File: config.mk
export PLATFORM = sky130hd
export DESIGN_NAME = packet_router
export DESIGN_NICKNAME = d
export VERILOG_FILES = /design/src/hdl/router_pkg.sv /design/src/hdl/router_state_pkg.sv /design/src/hdl/input_sm.sv /design/src/hdl/output_sm.sv /design/src/hdl/packet_fifo.sv /design/src/hdl/packet_router.sv
export SDC_FILE = /design/constraint.sdc
export NUM_CORES = 1
export LEC_CHECK = 0
export ABC_AREA = 1
export BUFFER_PORTS_ARGS = -buffer_cell sky130_fd_sc_hd__buf_2
export CAP_MARGIN = 20
export CORE_MARGIN = 2
export CORE_UTILIZATION = 43
export CTS_BUF_LIST = sky130_fd_sc_hd__clkbuf_4
export DETAILED_ROUTE_END_ITERATION = 6
export PLACE_DENSITY_LB_ADDON = 0.2
export SYNTH_ARGS = -nofsm -noshare
export SYNTH_HDL_FRONTEND = slang
export SYNTH_SLANG_ARGS = --single-unit
File: constraint.sdc
create_clock -name clk -period 3 [get_ports clk]
set_clock_uncertainty 0.2 [all_clocks]
set_input_delay 0.6 -clock clk [delete_from_list [all_inputs] [get_ports clk]]
set_output_delay 0.6 -clock clk [all_outputs]
set_load 0.02 [all_outputs]
File: src/hdl/router_pkg.sv
`default_nettype none

package router_pkg;

    // ~~~~~~~~~~~~~~~~~~~~~~~~~~~~~~
    // sizes
    // ~~~~~~~~~~~~~~~~~~~~~~~~~~~~~~

    localparam int num_ports        = 3;     // output ports 0 to 2
    localparam int fifo_depth       = 32;    // must stay a power of two for pointer wrap
    localparam int max_packet_words = 16;    // header reserves this much room
    localparam int count_width      = $clog2(fifo_depth + 1);

    typedef logic [count_width-1:0] word_count_t;

    // ~~~~~~~~~~~~~~~~~~~~~~~~~~~~~~
    // packet format
    // ~~~~~~~~~~~~~~~~~~~~~~~~~~~~~~

    // address 3 selects no port and the packet is dropped
    typedef logic [1:0] port_addr_t;

    typedef struct packed {
        logic       eop;                     // last word of the packet
        logic [7:0] data;
    } router_word_t;

    typedef struct packed {
        logic       valid;                   // data and eop mean nothing while low
        logic       eop;
        logic [7:0] data;
    } out_beat_t;

endpackage

`default_nettype wire

File: src/hdl/router_state_pkg.sv
`default_nettype none

package router_state_pkg;

    // ~~~~~~~~~~~~~~~~~~~~~~~~~~~~~~
    // input side
    // ~~~~~~~~~~~~~~~~~~~~~~~~~~~~~~

    typedef enum logic [1:0] {
        in_idle,                             // waiting for a header
        in_forward,                          // copying a packet into its FIFO
        in_drop                              // swallowing a packet for address 3
    } input_state_t;

    // ~~~~~~~~~~~~~~~~~~~~~~~~~~~~~~
    // output side
    // ~~~~~~~~~~~~~~~~~~~~~~~~~~~~~~

    typedef enum logic [2:0] {
        idle            = 3'b000,
        process_packet  = 3'b001,
        process_last    = 3'b010,            // eop beat is on the port
        end_of_packet_1 = 3'b011,
        end_of_packet_2 = 3'b100,
        end_of_packet_3 = 3'b101
    } output_state_t;

endpackage

`default_nettype wire

File: src/hdl/input_sm.sv
`timescale 1ns/1ps
`default_nettype none

module input_sm (
    input  logic                                                 clk,
    input  logic                                                 reset_b,
    input  logic                                                 in_valid,
    input  router_pkg::router_word_t                             in_word,
    output logic                                                 suspend,
    output logic [router_pkg::num_ports-1:0]                     write,
    output router_pkg::router_word_t                             write_word,
    input  router_pkg::word_count_t [router_pkg::num_ports-1:0]  free_words
);

    router_state_pkg::input_state_t state;
    router_state_pkg::input_state_t next_state;
    router_pkg::port_addr_t         dest;          // held for the body of the packet
    router_pkg::port_addr_t         header_addr;
    logic                           addr_ok;
    logic                           room;
    logic                           header_stall;
    logic                           accept;

    // ~~~~~~~~~~~~~~~~~~~~~~~~~~~~~~
    // header decode
    // ~~~~~~~~~~~~~~~~~~~~~~~~~~~~~~

    assign header_addr = in_word.data[1:0];
    assign addr_ok     = (header_addr < router_pkg::num_ports);

    always_comb begin
        room = 1'b0;
        if (addr_ok) begin
            room = (free_words[header_addr] >= router_pkg::max_packet_words);
        end
    end

    // a header waits until its FIFO can take a packet of the longest length
    assign header_stall = in_valid & addr_ok & ~room;
    assign suspend      = (state == router_state_pkg::in_idle) & header_stall;
    assign accept       = in_valid & ~suspend;

    assign write_word = in_word;

    // ~~~~~~~~~~~~~~~~~~~~~~~~~~~~~~
    // steering FSM
    // ~~~~~~~~~~~~~~~~~~~~~~~~~~~~~~

    always_comb begin
        next_state = state;
        write      = '0;
        case (state)
            router_state_pkg::in_idle: begin
                if (in_valid && !header_stall) begin
                    if (addr_ok) begin
                        write[header_addr] = 1'b1;
                        next_state         = router_state_pkg::in_forward;
                    end else begin
                        next_state = router_state_pkg::in_drop;
                    end
                    if (in_word.eop) begin
                        next_state = router_state_pkg::in_idle;    // single word packet
                    end
                end
            end
            router_state_pkg::in_forward: begin
                if (in_valid) begin
                    write[dest] = 1'b1;        // room was reserved at the header
                    if (in_word.eop) begin
                        next_state = router_state_pkg::in_idle;
                    end
                end
            end
            router_state_pkg::in_drop: begin
                if (in_valid && in_word.eop) begin
                    next_state = router_state_pkg::in_idle;
                end
            end
            default: begin
                next_state = router_state_pkg::in_idle;
            end
        endcase
    end

    always_ff @(posedge clk or negedge reset_b) begin
        if (!reset_b) begin
            state <= router_state_pkg::in_idle;
            dest  <= '0;
        end else begin
            state <= next_state;
            if (state == router_state_pkg::in_idle && accept && addr_ok) begin
                dest <= header_addr;
            end
        end
    end

endmodule

`default_nettype wire

File: src/hdl/output_sm.sv
`timescale 1ns/1ps
`default_nettype none

module output_sm (
    input  logic                      clk,
    input  logic                      reset_b,
    input  logic                      packet_empty,
    output logic                      pop,
    input  router_pkg::router_word_t  head,
    output logic                      ready,
    input  logic                      read,
    output router_pkg::out_beat_t     beat
);

    router_state_pkg::output_state_t state;
    router_state_pkg::output_state_t next_state;
    router_pkg::router_word_t        beat_word;    // last word taken from the FIFO
    logic                            beat_valid;
    logic                            hold_off_ready;

    // ready stays up through the eop beat and drops for the gap
    assign ready = (~packet_empty & ~hold_off_ready)
                 | (state == router_state_pkg::process_last);

    assign beat = '{valid: beat_valid, eop: beat_word.eop, data: beat_word.data};

    // ~~~~~~~~~~~~~~~~~~~~~~~~~~~~~~
    // drain FSM
    // ~~~~~~~~~~~~~~~~~~~~~~~~~~~~~~

    always_comb begin
        next_state     = state;
        pop            = 1'b0;
        hold_off_ready = 1'b0;
        case (state)
            router_state_pkg::idle: begin
                if (read && !packet_empty) begin
                    pop        = 1'b1;             // header leaves the FIFO here
                    next_state = router_state_pkg::process_packet;
                end
            end
            router_state_pkg::process_packet: begin
                // the rest of a counted packet is always in the FIFO
                pop = 1'b1;
                if (head.eop) begin
                    next_state = router_state_pkg::process_last;
                end
            end
            router_state_pkg::process_last: begin
                hold_off_ready = 1'b1;
                next_state     = router_state_pkg::end_of_packet_1;
            end
            router_state_pkg::end_of_packet_1: begin
                hold_off_ready = 1'b1;
                next_state     = router_state_pkg::end_of_packet_2;
            end
            router_state_pkg::end_of_packet_2: begin
                hold_off_ready = 1'b1;
                next_state     = router_state_pkg::end_of_packet_3;
            end
            router_state_pkg::end_of_packet_3: begin
                hold_off_ready = 1'b1;
                next_state     = router_state_pkg::idle;
            end
            default: begin
                next_state = router_state_pkg::idle;
            end
        endcase
    end

    always_ff @(posedge clk or negedge reset_b) begin
        if (!reset_b) begin
            state      <= router_state_pkg::idle;
            beat_valid <= 1'b0;
            beat_word  <= '0;
        end else begin
            state      <= next_state;
            beat_valid <= pop;                 // one beat per popped word
            if (pop) begin
                beat_word <= head;
            end
        end
    end

endmodule

`default_nettype wire

File: src/hdl/packet_fifo.sv
`timescale 1ns/1ps
`default_nettype none

module packet_fifo #(
    parameter int depth = router_pkg::fifo_depth
) (
    input  logic                        clk,
    input  logic                        reset_b,
    input  logic                        write,
    input  router_pkg::router_word_t    write_word,
    input  logic                        pop,
    output router_pkg::router_word_t    head,
    output logic                        packet_empty,
    output logic [$clog2(depth+1)-1:0]  free_words
);

    localparam int ptr_width = $clog2(depth);
    localparam int cnt_width = $clog2(depth + 1);

    router_pkg::router_word_t mem [depth];
    logic [ptr_width-1:0]     wr_ptr;
    logic [ptr_width-1:0]     rd_ptr;
    logic [cnt_width-1:0]     word_count;
    logic [cnt_width-1:0]     packet_count;
    logic                     packet_in;
    logic                     packet_out;

    // first word falls through to the head
    assign head = mem[rd_ptr];

    assign packet_in    = write & write_word.eop;  // a packet is complete once its eop lands
    assign packet_out   = pop & head.eop;
    assign packet_empty = (packet_count == '0);
    assign free_words   = cnt_width'(depth) - word_count;

    always_ff @(posedge clk) begin
        if (write) begin
            mem[wr_ptr] <= write_word;
        end
    end

    always_ff @(posedge clk or negedge reset_b) begin
        if (!reset_b) begin
            wr_ptr       <= '0;
            rd_ptr       <= '0;
            word_count   <= '0;
            packet_count <= '0;
        end else begin
            if (write) begin
                wr_ptr <= wr_ptr + 1'b1;
            end
            if (pop) begin
                rd_ptr <= rd_ptr + 1'b1;
            end
            word_count   <= word_count + cnt_width'(write) - cnt_width'(pop);
            packet_count <= packet_count + cnt_width'(packet_in) - cnt_width'(packet_out);
        end
    end

endmodule

`default_nettype wire

File: src/hdl/packet_router.sv
`timescale 1ns/1ps
`default_nettype none

module packet_router (
    input  logic                                               clk,
    input  logic                                               reset_b,
    input  logic                                               in_valid,
    input  router_pkg::router_word_t                           in_word,
    output logic                                               suspend,
    output logic [router_pkg::num_ports-1:0]                   ready,
    input  logic [router_pkg::num_ports-1:0]                   read,
    output router_pkg::out_beat_t [router_pkg::num_ports-1:0]  beat
);

    logic [router_pkg::num_ports-1:0]                     fifo_write;
    router_pkg::router_word_t                             fifo_word;
    router_pkg::word_count_t [router_pkg::num_ports-1:0]  free_words;
    router_pkg::router_word_t [router_pkg::num_ports-1:0] head;
    logic [router_pkg::num_ports-1:0]                     packet_empty;
    logic [router_pkg::num_ports-1:0]                     pop;

    // ~~~~~~~~~~~~~~~~~~~~~~~~~~~~~~
    // input side
    // ~~~~~~~~~~~~~~~~~~~~~~~~~~~~~~

    input_sm u_input_sm (
        .clk        (clk),
        .reset_b    (reset_b),
        .in_valid   (in_valid),
        .in_word    (in_word),
        .suspend    (suspend),
        .write      (fifo_write),
        .write_word (fifo_word),
        .free_words (free_words)
    );

    // ~~~~~~~~~~~~~~~~~~~~~~~~~~~~~~
    // one FIFO and drain FSM per port
    // ~~~~~~~~~~~~~~~~~~~~~~~~~~~~~~

    for (genvar i = 0; i < router_pkg::num_ports; i++) begin : g_port

        packet_fifo #(
            .depth (router_pkg::fifo_depth)
        ) u_packet_fifo (
            .clk          (clk),
            .reset_b      (reset_b),
            .write        (fifo_write[i]),
            .write_word   (fifo_word),
            .pop          (pop[i]),
            .head         (head[i]),
            .packet_empty (packet_empty[i]),
            .free_words   (free_words[i])
        );

        output_sm u_output_sm (
            .clk          (clk),
            .reset_b      (reset_b),
            .packet_empty (packet_empty[i]),
            .pop          (pop[i]),
            .head         (head[i]),
            .ready        (ready[i]),
            .read         (read[i]),
            .beat         (beat[i])
        );

    end

endmodule

`default_nettype wire

==> results.ini, run 1 <==
[cts]
clockRootBuffer = clkbuf_4
cts_max_path_buffers = 4
path_clk_slew_ns = 0.06
cts_tree = built
clock_sinks = 973
htree_levels = 5
clock_latency_ns = 1.10
numCtsBuffers = 274

[synth]
synth_enable_flop_cells = 864
synth-seq-cells = 973
ys_top_cells_by_area = edfxtp_1 65%, dfrtp_1 6.8%, nor2_1 5.5%, o21ai_0 5.4%, nand2_1 2.7%
syn-cell-area_um2 = 40000
ys_seq_area_frac = 0.716
ys.flop_type = edfxtp_1
synth_cell_types = 38
avgSynthCellArea_um2 = 12.6
synthDominantCellAreaShare = 0.648
yosys.area.top_type = edfxtp_1
synth_async_sr_flop_share = 0.112
yosysWarnings = 0
syn-num-nets = 3273
synth_cells = 3186

[detailed_routing]
wl_met3_um = 7220
wl_met1_um = 46600
vias = 27600
wire_per_inst_um = 20.5
route.detailed.drc = 5
drt-total-wl_um = 106000
met2_length_um = 49900
drtAntennaViolNets = 0
viasPerCell = 5.38
drtPass1Iterations = 7
first_iter_violations = 2588
routed.top_layer = met4

[pwr]
p_sw_mw = 17.7
vdd_ir_drop_max_mv = 0.736
leakage_nw = 17.6
internal_power_mw = 29.3
p_per_area_nw_per_um2 = 973
pwr-share-seq = 0.350
power.clock.fraction = 0.250
swShare = 0.377
p_total_mw = 47.1
pwr-share-comb = 0.400

[critical_path]
cp-end-kind = output port
worstPathCellList = inv_2 > ha_4 > nand3_1 > nand2_1 > nand2_2 > nor2_2 > nor2_2 > nand2_2 > nand2_4 > buf_6 > nor2_4 > buf_6
worstPathRequired_ns = 2.20
critPathArrivalTime_ns = 2.58
cp_max_fo = 3
cp_num_buf_inv = 3
critical-path-top-delay-family = simple AND/OR/NAND/NOR gates
cp-start-kind = flip-flop
crit_type = reg2out
critPathMaxStageDelay_ns = 0.39
slowest_stage = dfrtp_1

[grt]
track_usage = 0.220
grt_pass1_vias = 27900
grt_max_degree = 98
grt_pass1_wl_um = 160000
antenna_found_initial = 3
grt_overflow = 0

[timing]
tightest_slew_ns = 1.11
hold_viol = 0
slew_headroom = 0.257
layout_setup_ws_ns = -0.378
final_max_slew_viol_count = 0
fmax_mhz = 296
period_needed_ns = 3.38
post-route-period-util = 1.13
setup-violations-final = 2
rsz0062_at_grt = yes

[outcome]
status = finished, violations left
violations = design-rule violations, negative setup slack

[run]
cap_violations = 0

[place]
place_congestion = 0.880
dp_hpwl_um = 64900
dp_cells = 4563
io_buffers = 48
placed_area_um2 = 43100

[floorplanning]
core_area_um2 = 91900
fp.dieH_um = 309
start_util = 0.435
die_x_um = 309
row_count = 111
io_pins = 49
die_area_um2 = 95500

[final_layout]
drive_gt1_frac = 0.258
fin_nets = 3799
area_growth_pct = 20.8
instances_no_fill = 5139
final_cell_area_um2 = 48400

[hold_path]
worstHoldPathType = in2reg

stage by stage:
stage / hold WS, ns / worst slack [ns] / utilization / TNS [ns]
final: 0.124 / -0.378 / 0.526 / -0.511
after global routing: 0.0869 / -0.555 / 0.526 / -2.61
after CTS: 0.0193 / -0.528 / 0.515 / -1.72
after detailed placement: 0.263 / -0.224 / 0.468 / -2.37
after global placement: 0.262 / -0.155 / 0.468 / -0.485
after floorplan: 0.104 / 0.131 / - / 0
power groups by stage:
stage                     logic [mW]  clock network (mW)  registers, mW
after CTS                       17.2                12.1           16.4
final                           18.8                11.8           16.5
after detailed placement        16.1                   0           16.7
after global placement          15.7                   0           16.6
after floorplan                 10.3                   0           16.7
after global routing            20.7                12.8           16.6
cells in the mapped netlist (3+ instances only):
cell type / instances
inv_4: 3
o211ai_1: 17
nand3_1: 116
nor3_1: 6
o22ai_1: 101
nand4_1: 64
a21oi_1: 23
clkbuf_1: 81
o21ai_1: 28
fa_1: 6
ha_1: 66
xor2_1: 41
o221ai_1: 93
edfxtp_1: 864
buf_2: 54
nand2_4: 4
buf_6: 22
clkinv_1: 10
dfrtp_1: 109
nand2_2: 12
inv_1: 112
xnor2_1: 5
inv_2: 7
buf_4: 19
nand3_2: 3
nor2_1: 583
a31oi_1: 3
o21ai_0: 435
nand2_1: 286
layout by cell type (no fill, tap or decap), drive strengths merged:
cell / n
nor3: 6
inv: 128
xnor2: 5
dfrtp: 109
nand3b: 1
buf: 403
o22ai: 101
o221ai: 93
o31ai: 1
clkbuf: 396
nand3: 119
a21oi: 23
o21bai: 2
ha: 66
a31oi: 3
a21o: 1
xor2: 41
nand4: 64
nor2: 585
nand2: 302
o21a: 1
edfxtp: 864
bufinv: 5
diode: 2
or2: 2
dlygate4sd3: 23
o21ai: 463
o211ai: 17
clkinv: 64
fa: 6
path summary, 6_finish.rpt:
check | start | end | slack (ns) | cells past startpoint
max | g_port[2].u_packet_fifo.word_count[2]$_DFF_PN0_ | suspend | -0.38 | 12
min | in_word[1] | u_input_sm.dest[0]$_DFFE_PN0P_ | 0.12 | 7
max reg2reg | g_port[2].u_packet_fifo.rd_ptr[0]$_DFFE_PN0P_ | g_port[2].u_packet_fifo.packet_count[4]$_DFF_PN0_ | -0.13 | 15
min reg2reg | g_port[1].u_output_sm.beat[2]$_DFFE_PN0P_ | g_port[1].u_output_sm.beat[2]$_DFFE_PN0P_ | 0.27 | 2
max in group asynchronous | reset_b | g_port[2].u_packet_fifo.rd_ptr[1]$_DFFE_PN0P_ | 1.64 | 4
min in group asynchronous | reset_b | g_port[0].u_output_sm.beat[0]$_DFFE_PN0P_ | 0.45 | 4
registers in the layout, summed over array words and instances, names as in the netlist:
register,flops
g_port.u_packet_fifo.rd_ptr,15
g_port.u_packet_fifo.word_count,18
g_port.u_packet_fifo.wr_ptr,15
g_port.u_packet_fifo.packet_count,18
g_port.u_output_sm.state,9
g_port.u_packet_fifo.mem,864
g_port.u_output_sm.beat,27
u_input_sm.dest,2
g_port.u_output_sm.beat_valid,3
u_input_sm.state,2
layer usage:
metal / vias up / track usage
met5: - / 0
met4: 0 / 0.0732
met3: 130 / 0.0464
met2: 971 / 0.346
met1: 13700 / 0.307
li1: 12800 / -
worst register-to-register path, cell delays in order (launching register included):
cell	delay, ns
dfrtp_4	0.57
buf_12	0.17
o21ai_1	0.18
o22ai_2	0.11
a21oi_2	0.21
nand2_2	0.12
nand3_4	0.10
inv_2	0.05
ha_4	0.26
inv_2	0.04
ha_4	0.16
fa_2	0.39
a21oi_2	0.15
nor2_1	0.05
nor2_1	0.15
xnor2_1	0.13
layout make-up:
class,count,area (um^2)
fill,8024,43600
sequential,973,28700
multi-input combinational,1902,10600
timing repair buffer,427,3580
clock buffer,395,2970
tap,1243,1560
inverter,132,528
clock inverter,63,382
timing repair inverter,2,17.5
antenna,2,5.00
logic make-up (layout without fill, tap and decap cells):
family | count (synthesis) | count (layout) | synth area share
other cells | 0 | 2 | 0
simple gates | 1079 | 1079 | 0.111
fa+ha+maj | 72 | 72 | 0.0236
compound gates | 705 | 705 | 0.102
flops | 973 | 973 | 0.716
xor+xnor | 46 | 46 | 0.0101
buf+inv | 311 | 1019 | 0.0370
timing repair:
action | 4_1_cts | 5_1_grt
cloned | 1 | 3
pin swaps | 33 | 92
setup buffers | 54 | 40
setup endpoints to repair | 24 | 806
hold buffers | 24 | 0
endpoints found under the hold margin | 733 | 0
gates resized for setup | 90 | 175
(Power assumes the default switching activity.)
==> run 2, diff against run 1 <==
--- a/config.mk
+++ b/config.mk
@@ -12,6 +12,7 @@
 export CORE_UTILIZATION = 43
 export CTS_BUF_LIST = sky130_fd_sc_hd__clkbuf_4
 export DETAILED_ROUTE_END_ITERATION = 6
+export MAX_ROUTING_LAYER = met4
 export PLACE_DENSITY_LB_ADDON = 0.2
 export SYNTH_ARGS = -nofsm -noshare
 export SYNTH_HDL_FRONTEND = slang
==> results.ini, run 2 (synthesis gave the netlist of run 1 again) <==
[outcome]
violations = negative setup slack
status = finished, violations left

[critical_path]
crit_type = reg2out
worstPathRequired_ns = 2.20  ; about the same
critPathArrivalTime_ns = 2.58  ; about the same
cp-start-kind = flip-flop
cp-end-kind = output port
cp_max_fo = 3  ; unchanged

[grt]
track_usage = 0.224  ; +0.00393
antenna_found_initial = 1  ; -2
grt_max_degree = 98  ; unchanged
grt_pass1_wl_um = 159000  ; -1.1%
grt_pass1_vias = 27900  ; -0.21%
grt_overflow = 0  ; unchanged

[pwr]
p_per_area_nw_per_um2 = 967  ; -0.69%
vdd_ir_drop_max_mv = 0.683  ; -7.2%
p_sw_mw = 17.5  ; -1.2%
swShare = 0.378  ; +0.00104
internal_power_mw = 28.8  ; -1.7%
pwr-share-comb = 0.394  ; -0.006
pwr-share-seq = 0.356  ; +0.006
power.clock.fraction = 0.250  ; about the same
leakage_nw = 17.4  ; -1.2%

[cts]
clock_latency_ns = 1.08  ; -0.02 ns
path_clk_slew_ns = 0.06  ; about the same
clockRootBuffer = clkbuf_4
cts_max_path_buffers = 4  ; unchanged
cts_tree = built
htree_levels = 5  ; unchanged
clock_sinks = 973  ; unchanged
numCtsBuffers = 277  ; +1.1%

[timing]
setup-violations-final = 2  ; unchanged
rsz0062_at_grt = yes
fmax_mhz = 296  ; about the same
layout_setup_ws_ns = -0.377  ; +0.000690 ns
whs_ns = 0.231  ; +0.107 ns
hold_viol = 0  ; unchanged
slew_headroom = 0.272  ; +0.0147
fin_tns_setup_ns = -0.390  ; +0.121 ns
post-route-period-util = 1.13  ; about the same
final_max_slew_viol_count = 0  ; unchanged
period_needed_ns = 3.38  ; -0.000690 ns
tightest_slew_ns = 1.09  ; -0.0220 ns

[detailed_routing]
wire_per_inst_um = 20.1  ; -2.0%
first_iter_violations = 2618  ; +1.2%
route.detailed.drc = 0  ; -5
drtAntennaViolNets = 0  ; unchanged
drt-total-wl_um = 103000  ; -2.2%
viasPerCell = 5.34  ; -0.58%
drtPass1Iterations = 6  ; -1
vias = 27400  ; -0.78%

[place]
dp_hpwl_um = 64800  ; about the same
place_congestion = 0.870  ; -1.2%
io_buffers = 48  ; unchanged

[floorplanning]
start_util = 0.435  ; unchanged
row_count = 111  ; unchanged
die_area_um2 = 95500  ; unchanged
io_pins = 49  ; unchanged
core_area_um2 = 91900  ; unchanged
fp.dieH_um = 309  ; unchanged
die_x_um = 309  ; unchanged

[final_layout]
top_register = g_port.u_packet_fifo.mem
largest_reg_flops = 864  ; unchanged
final_cell_mix = 864 x edfxtp_1, 565 x nor2_1, 410 x o21ai_0, 394 x clkbuf_4, 323 x buf_4
layout_commonest_cell = edfxtp_1
fin_nets = 3783  ; -0.42%
area_growth_pct = 19.8
drive_gt1_frac = 0.253  ; -0.00461

[run]
cap_violations = 0  ; unchanged

[hold_path]
worstHoldPathType = in2reg

-- run 2: changes by cell type in the layout (fill, tap and decap cells not counted), sizes merged --
cell | previous run | this run
clkinv | 64 | 76
clkbuf | 396 | 395
inv | 128 | 125
dlygate4sd3 | 23 | 17
bufinv | 5 | 3
diode | 2 | 4
buf | 403 | 391
-- run 2: worst max-delay path, cell delays in order, from the launching register on --
cell and delay, ns:
dfrtp_1 0.39, inv_2 0.13, ha_4 0.16, nand3_2 0.06
nand2_1 0.06, nand2_1 0.07, nor2_2 0.12, nor2_2 0.05
nand2_2 0.07, nand2_4 0.05, buf_6 0.12, nor2_4 0.11
buf_6 0.13
-- run 2: power groups by stage --
stage	clock (mW)	sequential, mW	combinational (mW)
6_report	11.6	16.5	18.3
3_5_place_dp	0	16.7	16.1
5_1_grt	12.7	16.6	20.1
3_3_place_gp	0	16.6	15.8
4_1_cts	12.0	16.4	16.9
2_1_floorplan	0	16.7	10.3
-- run 2: cell type report --
class,instances,area (um^2)
Tap cell,1243,1560
Antenna cell,4,10.0
Sequential cell,973,28700
Timing Repair Buffer,409,3290
Inverter,132,541
Timing Repair inverter,1,8.76
Fill cell,8038,44000
Multi-Input combinational cell,1902,10500
Clock inverter,71,359
Clock buffer,394,2960
-- run 2: final timing paths --
kind | start | endpoint | slack [ns] | cells past startpoint
min in group asynchronous | reset_b | g_port[2].u_packet_fifo.wr_ptr[1]$_DFFE_PN0P_ | 0.46 | 4
setup reg to reg | g_port[2].u_packet_fifo.rd_ptr[0]$_DFFE_PN0P_ | g_port[2].u_packet_fifo.packet_count[4]$_DFF_PN0_ | -0.01 | 16
setup / recovery | g_port[2].u_packet_fifo.word_count[3]$_DFF_PN0_ | suspend | -0.38 | 12
hold reg to reg | g_port[1].u_output_sm.beat[6]$_DFFE_PN0P_ | g_port[1].u_output_sm.beat[6]$_DFFE_PN0P_ | 0.28 | 2
hold / removal | read[1] | g_port[1].u_output_sm.state[0]$_DFFE_PN0P_ | 0.23 | 4
max in group asynchronous | reset_b | g_port[2].u_output_sm.state[2]$_DFFE_PN0P_ | 1.60 | 4
-- run 2: per-layer routing --
layer / share of wire / wire (um) / global-route usage
met1: 0.45 / 46200 / 0.301
met2: 0.47 / 48500 / 0.342
met3: 0.061 / 6330 / 0.0451
met4: 0.022 / 2260 / 0.0760
met5: 0 / 0 / -
-- run 2: per-stage QoR --
step | power (mW) | setup WS (ns) | util | instances | instance area [um^2]
after floorplan | 27.0 | 0.131 | - | 3186 | 40000
after global placement | 32.4 | -0.148 | 0.469 | 4580 | 43200
after detailed placement | 32.8 | -0.156 | 0.469 | 4580 | 43200
after CTS | 45.3 | -0.564 | 0.513 | 5094 | 47200
after global routing | 49.5 | -0.568 | 0.522 | 5129 | 48000
final | 46.4 | -0.377 | 0.522 | 5129 | 48000
-- run 2: timing repair --
| item | CTS | global route |
|---|---|---|
| hold endpoints to repair | 750 | 0 |
| pin swaps | 26 | 89 |
| buffers inserted | 31 | 30 |
| gates resized for setup | 93 | 160 |
| setup endpoints to repair | 13 | 865 |
| cloned | 0 | 2 |
| hold buffers | 18 | 0 |
